==> config.mk <==
export PLATFORM = sky130hd
export DESIGN_NAME = arith_unit
export DESIGN_NICKNAME = d
export VERILOG_FILES = /design/src/hw/arith_pkg.sv /design/src/hw/operand_if.sv /design/src/hw/request_regs.sv /design/src/hw/mult_pipe.sv /design/src/hw/div_restoring.sv /design/src/hw/result_stage.sv /design/src/hw/arith_unit.sv
export SDC_FILE = /design/constraint.sdc
export NUM_CORES = 2
export LEC_CHECK = 0
export ABC_AREA = 0
export BUFFER_PORTS_ARGS = -buffer_cell sky130_fd_sc_hd__buf_4
export CAP_MARGIN = 20
export CORE_MARGIN = 1
export CORE_UTILIZATION = 51
export DETAILED_ROUTE_END_ITERATION = 6
export GPL_TIMING_DRIVEN = 0
export PLACE_DENSITY_LB_ADDON = 0.3
export SETUP_SLACK_MARGIN = 0.5
export SYNTH_ARGS = -nofsm -noshare
export SYNTH_HDL_FRONTEND = slang
export SYNTH_HIERARCHICAL = 1
export SYNTH_SLANG_ARGS = --single-unit
==> constraint.sdc <==
create_clock -name clk -period 10.15 [get_ports clk]
set_input_delay 2.03 -clock clk [delete_from_list [all_inputs] [get_ports clk]]
set_output_delay 2.03 -clock clk [all_outputs]
set_load 0.01 [all_outputs]
==> src/hw/arith_pkg.sv <==
//------------------------------------------------
// Shared definitions for the integer arithmetic unit
// Operand and result widths, opcodes, engine latency,
// compare flag positions and the engine result word
//------------------------------------------------

package arith_pkg;

  // Operand and result widths
  localparam int DATA_WIDTH = 32;
  localparam int PROD_WIDTH = 2 * DATA_WIDTH;

  // Opcodes
  localparam int OP_WIDTH = 2;
  localparam logic [OP_WIDTH-1:0] OP_MUL = 2'd0;
  localparam logic [OP_WIDTH-1:0] OP_DIV = 2'd1;
  localparam logic [OP_WIDTH-1:0] OP_CMP = 2'd2;

  // Cycles from start to product valid in the multiplier
  localparam int MULT_LATENCY = 2;

  // Step counter of the divider, wide enough to hold DATA_WIDTH
  localparam int DIV_COUNT_WIDTH = $clog2(DATA_WIDTH + 1);

  // Compare flags inside result_lo
  localparam int CMP_LT_BIT = 0;
  localparam int CMP_EQ_BIT = 1;
  localparam int CMP_GT_BIT = 2;

  // Engine result word
  // Multiply reads it as one 64-bit product
  // Divide reads it as a pair, [1] remainder and [0] quotient
  typedef union packed {
    logic [PROD_WIDTH-1:0]      product;
    logic [1:0][DATA_WIDTH-1:0] quot_rem;
  } arith_result_t;

endpackage

==> src/hw/operand_if.sv <==
//------------------------------------------------
// Latched request from the request registers to the
// multiply/divide engines and the result stage
//------------------------------------------------

`timescale 1ns/1ps

interface operand_if import arith_pkg::*; ();

  logic                  start;
  logic [OP_WIDTH-1:0]   op;
  logic                  is_signed;
  logic [DATA_WIDTH-1:0] left;
  logic [DATA_WIDTH-1:0] right;
  logic [DATA_WIDTH-1:0] left_mag;
  logic [DATA_WIDTH-1:0] right_mag;
  logic                  left_neg;
  logic                  right_neg;

  modport regs (output start, op, is_signed, left, right,
                output left_mag, right_mag, left_neg, right_neg);

  modport engine (input start, op, is_signed, left, right, left_mag, right_mag);

  modport result (input start, op, is_signed, left, right,
                  input right_mag, left_neg, right_neg);

endinterface

==> src/hw/request_regs.sv <==
//------------------------------------------------
// Host side of the arithmetic unit
// Four-phase req/ack handshake, request latch and
// sign/magnitude preparation of the operands
//------------------------------------------------

`timescale 1ns/1ps

module request_regs import arith_pkg::*; (
  input  logic                  clk,
  input  logic                  reset,
  input  logic                  req,
  input  logic [OP_WIDTH-1:0]   op,
  input  logic                  is_signed,
  input  logic [DATA_WIDTH-1:0] left,
  input  logic [DATA_WIDTH-1:0] right,
  input  logic                  result_done,
  output logic                  ack,
  operand_if.regs               opr
);

  logic                  busy;
  logic                  prep;
  logic                  idle;
  logic                  accept;
  logic                  next_left_neg;
  logic                  next_right_neg;
  logic [DATA_WIDTH-1:0] next_left_mag;
  logic [DATA_WIDTH-1:0] next_right_mag;

  // Idle means neither computing nor waiting for the host to drop req
  assign idle   = !busy && !ack;
  assign accept = idle && req;

  // Handshake state
  // prep marks the cycle in which the magnitudes are formed
  always_ff @(posedge clk) begin
    if (reset) begin
      busy      <= 1'b0;
      ack       <= 1'b0;
      prep      <= 1'b0;
      opr.start <= 1'b0;
    end else begin
      prep      <= accept;
      opr.start <= prep;
      if (accept) begin
        busy <= 1'b1;
      end else if (result_done) begin
        busy <= 1'b0;
      end
      if (result_done) begin
        ack <= 1'b1;
      end else if (!req) begin
        ack <= 1'b0;
      end
    end
  end

  // Raw request, held until the next accepted req
  always_ff @(posedge clk) begin
    if (accept) begin
      opr.op        <= op;
      opr.is_signed <= is_signed;
      opr.left      <= left;
      opr.right     <= right;
    end
  end

  // Two's-complement magnitude only for negative signed operands
  assign next_left_neg  = opr.is_signed && opr.left[DATA_WIDTH-1];
  assign next_right_neg = opr.is_signed && opr.right[DATA_WIDTH-1];
  assign next_left_mag  = next_left_neg ? -opr.left : opr.left;
  assign next_right_mag = next_right_neg ? -opr.right : opr.right;

  always_ff @(posedge clk) begin
    if (prep) begin
      opr.left_neg  <= next_left_neg;
      opr.right_neg <= next_right_neg;
      opr.left_mag  <= next_left_mag;
      opr.right_mag <= next_right_mag;
    end
  end

  // A start belongs to the request still being worked on
  assert property (@(posedge clk) disable iff (reset)
    opr.start |-> busy && !ack);

  // Results only come back while an operation is in flight
  assert property (@(posedge clk) disable iff (reset)
    result_done |-> busy);

endmodule

==> src/hw/mult_pipe.sv <==
//------------------------------------------------
// Two-stage 32x32 multiplier, signed or unsigned,
// returning the full 64-bit product
//------------------------------------------------

`timescale 1ns/1ps

module mult_pipe import arith_pkg::*; (
  input  logic          clk,
  input  logic          reset,
  operand_if.engine     opr,
  output logic          done,
  output arith_result_t product
);

  logic                    go;
  logic [MULT_LATENCY-1:0] done_pipe;
  logic [PROD_WIDTH-1:0]   left_ext;
  logic [PROD_WIDTH-1:0]   right_ext;

  assign go = opr.start && opr.op == OP_MUL;

  // Valid bit walks beside the data, one bit per stage
  always_ff @(posedge clk) begin
    if (reset) begin
      done_pipe <= '0;
    end else begin
      done_pipe <= {done_pipe[MULT_LATENCY-2:0], go};
    end
  end

  assign done = done_pipe[MULT_LATENCY-1];

  // Stage 1: widen the operands to product width
  always_ff @(posedge clk) begin
    if (go) begin
      if (opr.is_signed) begin
        left_ext  <= {{DATA_WIDTH{opr.left[DATA_WIDTH-1]}}, opr.left};
        right_ext <= {{DATA_WIDTH{opr.right[DATA_WIDTH-1]}}, opr.right};
      end else begin
        left_ext  <= {{DATA_WIDTH{1'b0}}, opr.left};
        right_ext <= {{DATA_WIDTH{1'b0}}, opr.right};
      end
    end
  end

  // Stage 2: the low 64 bits of the widened product are exact
  // for both signed and unsigned operands
  always_ff @(posedge clk) begin
    if (done_pipe[0]) begin
      product.product <= left_ext * right_ext;
    end
  end

endmodule

==> src/hw/div_restoring.sv <==
//------------------------------------------------
// Sequential restoring divider on operand magnitudes
// One quotient bit per cycle, early exit on a zero
// dividend
//------------------------------------------------

`timescale 1ns/1ps

module div_restoring import arith_pkg::*; (
  input  logic          clk,
  input  logic          reset,
  operand_if.engine     opr,
  output logic          done,
  output arith_result_t quot_rem
);

  logic                       go;
  logic                       dividend_is_zero;
  logic                       running;
  logic                       finished;
  logic                       fits;
  logic [DATA_WIDTH-1:0]      dividend;
  logic [DATA_WIDTH-1:0]      quotient;
  logic [DATA_WIDTH-1:0]      quot_mask;
  logic [2*DATA_WIDTH-2:0]    divisor;
  logic [DIV_COUNT_WIDTH-1:0] step;

  assign go               = opr.start && opr.op == OP_DIV && !running;
  assign dividend_is_zero = go && opr.left_mag == '0;
  assign finished         = running && step == DIV_COUNT_WIDTH'(DATA_WIDTH - 1);

  // Divisor aligned so it fits under the remaining dividend
  assign fits = divisor <= {{(DATA_WIDTH-1){1'b0}}, dividend};

  // Control
  // The last step runs in the same cycle that raises done
  always_ff @(posedge clk) begin
    if (reset) begin
      running <= 1'b0;
      done    <= 1'b0;
      step    <= '0;
    end else begin
      done <= finished || dividend_is_zero;
      if (go && !dividend_is_zero) begin
        running <= 1'b1;
        step    <= '0;
      end else if (finished) begin
        running <= 1'b0;
      end else if (running) begin
        step <= step + 1'b1;
      end
    end
  end

  // Datapath
  // A zero divisor always fits, which gives an all-ones quotient
  // and leaves the dividend as remainder
  always_ff @(posedge clk) begin
    if (go) begin
      dividend  <= opr.left_mag;
      divisor   <= {opr.right_mag, {(DATA_WIDTH-1){1'b0}}};
      quotient  <= '0;
      quot_mask <= {1'b1, {(DATA_WIDTH-1){1'b0}}};
    end else if (running) begin
      if (fits) begin
        dividend <= dividend - divisor[DATA_WIDTH-1:0];
        quotient <= quotient | quot_mask;
      end
      divisor   <= divisor >> 1;
      quot_mask <= quot_mask >> 1;
    end
  end

  // Result pair, remainder above quotient
  // A zero dividend loads as zero remainder and zero quotient
  assign quot_rem.quot_rem = {dividend, quotient};

  // A finished division leaves a remainder below the divisor
  assert property (@(posedge clk) disable iff (reset)
    done && opr.right_mag != '0 |-> quot_rem.quot_rem[1] < opr.right_mag);

endmodule

==> src/hw/result_stage.sv <==
//------------------------------------------------
// Result stage of the arithmetic unit
// Compare flags, signed divide correction and the
// held result register
//------------------------------------------------

`timescale 1ns/1ps

module result_stage import arith_pkg::*; (
  input  logic          clk,
  input  logic          reset,
  operand_if.result     opr,
  input  logic          mult_done,
  input  logic          div_done,
  input  arith_result_t product,
  input  arith_result_t quot_rem,
  output logic          result_done,
  output arith_result_t result
);

  logic                  cmp_go;
  logic                  any_done;
  logic                  lt;
  logic                  eq;
  logic                  gt;
  logic                  diff_signs;
  logic [DATA_WIDTH-1:0] q_mag;
  logic [DATA_WIDTH-1:0] r_mag;
  logic [DATA_WIDTH-1:0] r_adj;
  logic [DATA_WIDTH-1:0] quot_fix;
  logic [DATA_WIDTH-1:0] rem_fix;
  arith_result_t         next_result;

  // Compare needs no engine and finishes right after start
  assign cmp_go   = opr.start && opr.op == OP_CMP;
  assign any_done = mult_done || div_done || cmp_go;

  always_comb begin
    eq = opr.left == opr.right;
    if (opr.is_signed) begin
      lt = $signed(opr.left) < $signed(opr.right);
    end else begin
      lt = opr.left < opr.right;
    end
    gt = !lt && !eq;
  end

  // Quotient truncates toward zero
  // Remainder follows the divisor sign
  assign q_mag      = quot_rem.quot_rem[0];
  assign r_mag      = quot_rem.quot_rem[1];
  assign diff_signs = opr.left_neg ^ opr.right_neg;
  assign quot_fix   = diff_signs ? -q_mag : q_mag;
  assign r_adj      = (diff_signs && r_mag != '0) ? opr.right_mag - r_mag : r_mag;
  assign rem_fix    = opr.right_neg ? -r_adj : r_adj;

  always_comb begin
    next_result.product = '0;
    if (mult_done) begin
      next_result.product = product.product;
    end else if (div_done) begin
      next_result.quot_rem = {rem_fix, quot_fix};
    end else begin
      next_result.product[CMP_LT_BIT] = lt;
      next_result.product[CMP_EQ_BIT] = eq;
      next_result.product[CMP_GT_BIT] = gt;
    end
  end

  // Held until the next operation completes
  always_ff @(posedge clk) begin
    if (reset) begin
      result_done <= 1'b0;
      result      <= '0;
    end else begin
      result_done <= any_done;
      if (any_done) begin
        result <= next_result;
      end
    end
  end

  // Engines and compare never finish in the same cycle
  assert property (@(posedge clk) disable iff (reset)
    $onehot0({mult_done, div_done, cmp_go}));

endmodule

==> src/hw/arith_unit.sv <==
//------------------------------------------------
// Top level of the 32-bit integer arithmetic unit
// Multiply, divide and compare behind a four-phase
// req/ack host port
//------------------------------------------------

`timescale 1ns/1ps

module arith_unit import arith_pkg::*; (
  input  logic                  clk,
  input  logic                  reset,
  input  logic                  req,
  output logic                  ack,
  input  logic [OP_WIDTH-1:0]   op,
  input  logic                  is_signed,
  input  logic [DATA_WIDTH-1:0] left,
  input  logic [DATA_WIDTH-1:0] right,
  output logic [DATA_WIDTH-1:0] result_hi,
  output logic [DATA_WIDTH-1:0] result_lo
);

  logic          mult_done;
  logic          div_done;
  logic          result_done;
  arith_result_t product;
  arith_result_t quot_rem;
  arith_result_t result;

  operand_if opr_if ();

  request_regs request_regs_i (
    .clk         (clk),
    .reset       (reset),
    .req         (req),
    .op          (op),
    .is_signed   (is_signed),
    .left        (left),
    .right       (right),
    .result_done (result_done),
    .ack         (ack),
    .opr         (opr_if.regs)
  );

  mult_pipe mult_pipe_i (
    .clk     (clk),
    .reset   (reset),
    .opr     (opr_if.engine),
    .done    (mult_done),
    .product (product)
  );

  div_restoring div_restoring_i (
    .clk      (clk),
    .reset    (reset),
    .opr      (opr_if.engine),
    .done     (div_done),
    .quot_rem (quot_rem)
  );

  result_stage result_stage_i (
    .clk         (clk),
    .reset       (reset),
    .opr         (opr_if.result),
    .mult_done   (mult_done),
    .div_done    (div_done),
    .product     (product),
    .quot_rem    (quot_rem),
    .result_done (result_done),
    .result      (result)
  );

  // Remainder or product high word on top, quotient or low word below
  assign result_hi = result.product[PROD_WIDTH-1:DATA_WIDTH];
  assign result_lo = result.product[DATA_WIDTH-1:0];

endmodule

==> results.cfg <==
[route]
wl_um = 261000
vias_per_cell = 5.93
drtIter0Drc = 5940
vias = 51383
drt_first_pass_iters = 7
post_drt_wl_per_cell_um = 30.1
drc_errors = 12
ant_nets = 0

[logic_synthesis]
synth_edf_count = 327
synth_xor_area_share_pct = 3.17
ys.flop_type = edfxtp_1
synth_top_family_by_area = adder cells
syn_area_mm2 = 0.0645
yosys.area.top_type_share_pct = 35.0
yosysWarnings = 6
synthMuxAreaShare_pct = 0.0950
syn-num-nets = 8274
avgSynthCellArea_um2 = 9.59
synth_area_leader_cell = fa_1
ys_ff_latch = 501
synth_compound_area_share_pct = 9.27
synth_cell_types = 124
synth-adder-area-share_pct = 41.6
netlist_top_cells_area = fa_1 (35%), edfxtp_1 (15%), inv_1 (7.3%)
ys_seq_area_share_pct = 20.6
ys_async_sr_fraction_pct = 0
yosys.area_share.simple_pct = 15.8
synthCells = 6734

[run]
cap_violations = 0

[timing]
maxSlewViolCount = 0
fin_skew_ns = 0.0818
finalHoldViolations = 0
timing.fmax_mhz = 105
period_share_pct = 93.8
relSlewSlack_pct = 19.2
tns_ns = 0
period_minus_slack_ns = 9.52
finalSetupViolCount = 0
tightest_slew_ns = 1.21
rsz0062_at_grt = no

[pwr]
p_leak_uw = 0.0318
power_density_mw_per_mm2 = 268
irDropWorstVdd_v = 0.000415

[die]
coreArea_mm2 = 0.126
start_util_pct = 51.4
ios = 135
fp.dieW_um = 358
die_height_um = 358
die-area_mm2 = 0.128
rows = 130

[grt]
grt_use_met1_pct = 51.8
grt_busiest_layer = met2
grt_use_total_pct = 41.4
antenna_found_initial = 24
grt_util_met2_pct = 62.6
grt_first_pass_wirelength_um = 372000
grt_pass1_vias = 51981
grt_start_max_net_pins = 68
met3_usage_pct = 8.90
gr-total-overflow = 0

[clock_tree]
clock_tree.root_cell = clkbuf_16
cts_sinks = 501
postCtsHoldBufs = 0
cts_buffers = 54
cts_tree = done
htreeDepth = 2
clock_latency_ns = 0.70
clk_pin_slew_ns = 0.06
cts.path.max_buffers = 3

[place]
port_buffers = 134
place_congestion = 1.05
dp.final_hpwl_um = 215000
placed_cells_incl_taps = 8530

[setup_path]
rr_worst_depth = 27
worst-setup-path-type = reg2reg
r2r-start = mult_pipe_i/right_ext[17]
crit_fanout = 10
rrSetupSlack_ns = 0.63
arrival_ns = 9.87
endpoint_kind = flop
start_kind = flop
cp.required_ns = 10.51
rr_endpoint = mult_pipe_i/product[51]
critPathLaunch = mult_pipe_i/right_ext[17]

[min_path]
hold_path_depth = 2
hold_class = reg2reg
whs_endpoint = div_restoring_i/divisor[12]
worstHoldStart = div_restoring_i/divisor[13]

[final_layout]
fin_nets = 8491
drive_gt1_share_pct = 6.15
area_growth_syn_to_layout_pct = 8.41
instances_no_fill = 8662
nFillCells = 11332

[run_status]
failed_checks = DRC
status = finished, violations left
==> how the worst max path moves through the flow <==
stage                              endpoint  slack, ns  cells after the start
finish              mult_pipe_i/product[51]       0.63                     27
global route        mult_pipe_i/product[63]       0.48                     24
CTS                 mult_pipe_i/product[63]       0.49                     26
detailed placement  mult_pipe_i/product[63]       0.07                     24
global placement    mult_pipe_i/product[63]       0.18                     24
floorplan           mult_pipe_i/product[63]       2.24                     24
==> stage by stage <==
stage	power [uW]	hold WS, ns	cell area (um^2)	setup WS, ns	util (%)
CTS	18500	0.463	69700	0.493	55.5
global route	20200	0.484	69900	0.484	55.7
detailed placement	16300	0.454	67800	0.0727	54.0
finish	18800	0.458	70000	0.633	55.7
floorplan	12300	0.428	64500	2.24	-
global placement	16200	0.440	67600	0.184	53.8
==> per-layer routing <==
metal,up-vias,routed length (um)
li1,21647,-
met4,14,24700
met2,3007,113000
met5,-,78
met3,710,25900
met1,26005,97200
==> worst max-delay path, stage by stage, from the launching register on <==
cell and delay, ns:
edfxtp_1 0.64, clkbuf_1 0.93, and2_1 0.35, fa_1 0.47
fa_1 0.51, inv_1 0.05, fa_1 0.48, inv_1 0.06
fa_1 0.50, inv_1 0.05, fa_1 0.52, inv_1 0.05
fa_1 0.45, fa_1 0.53, inv_1 0.05, fa_1 0.63
inv_1 0.09, ha_1 0.32, buf_2 0.19, a21o_1 0.24
a31oi_1 0.18, o221ai_1 0.18, a221o_1 0.40, a41oi_2 0.35
o31ai_1 0.19, a221oi_1 0.43, o311ai_1 0.15, xor2_1 0.16
==> kinds of logic (layout without fill, tap and decap cells) <==
family / after synthesis / after routing
AOI/OAI and AO/OA: 857 / 857
xor gates and xnor gates: 232 / 232
adders and majority gates: 1470 / 1470
buffers and inverters: 1598 / 1859
DFF: 501 / 501
muxes: 6 / 6
other: 0 / 17
and+or+nand+nor: 2070 / 2070
==> where the power goes <==
part	switching [uW]	internal (uW)
clock	921	1220
combinational	8430	5140
sequential	192	2880
==> what timing repair did <==
action	4_1_cts	5_1_grt
setup buffers	0	14
hold endpoints to repair	0	0
setup endpoints to repair	9	15
pin swaps	0	0
gates resized for setup	6	75
==> area by class of cell <==
cell class	instances	area, um^2	share of cell area (%)
Multi-Input combinational cell	4635	45200	64.6
Sequential cell	501	13300	19.0
Inverter	1252	4710	6.73
Tap cell	1650	2060	2.95
Clock buffer	61	1440	2.06
Buffer	346	1430	2.04
Timing Repair Buffer	161	1330	1.90
Clock inverter	39	479	0.685
Antenna cell	17	42.5	0.0608
==> layout by cell type (no fill, tap or decap), types with 28 or more instances in the layout <==
cell / n
buf_4: 152
nand2_1: 904
a21o_1: 62
o31ai_1: 58
a222oi_1: 50
clkbuf_2: 30
a31oi_1: 28
nor2_1: 218
clkbuf_1: 272
nor3_1: 69
edfxtp_1: 327
o21ai_1: 47
nand2b_1: 28
o21ai_0: 166
xnor2_1: 135
nand3_1: 48
ha_1: 343
buf_2: 31
nor4_1: 37
dfxtp_1: 172
nor2b_1: 46
and2_1: 567
xor2_1: 95
a21oi_1: 207
inv_1: 1248
clkbuf_16: 57
nand4_1: 42
fa_1: 1125
==> cell usage after synthesis (all sizes together), types with 24 or more instances <==
library cell	instances
a21o	63
a21oi	214
a222oi	50
a31oi	29
and2	567
buf	47
clkbuf	299
dfxtp	174
edfxtp	327
fa	1127
ha	343
inv	1251
nand2	906
nand2b	29
nand3	48
nand4	43
nor2	219
nor2b	46
nor3	72
nor4	41
o21a	24
o21ai	218
o31ai	74
xnor2	135
xor2	97
==> state kept, by name, indices dropped and copies added, names as in the netlist, 2 cells and up <==
signal                        cells
div_restoring_i/dividend         32
div_restoring_i/divisor          63
div_restoring_i/quot_mask        32
div_restoring_i/quotient         32
div_restoring_i/step              6
mult_pipe_i/done_pipe             2
mult_pipe_i/left_ext             33
mult_pipe_i/product              64
mult_pipe_i/right_ext            33
request_regs_i/opr.left          32
request_regs_i/opr.left_mag      32
request_regs_i/opr.op             2
request_regs_i/opr.right         32
request_regs_i/opr.right_mag     32
result_stage_i/result            64
Power figures use the tool's default switching activity.
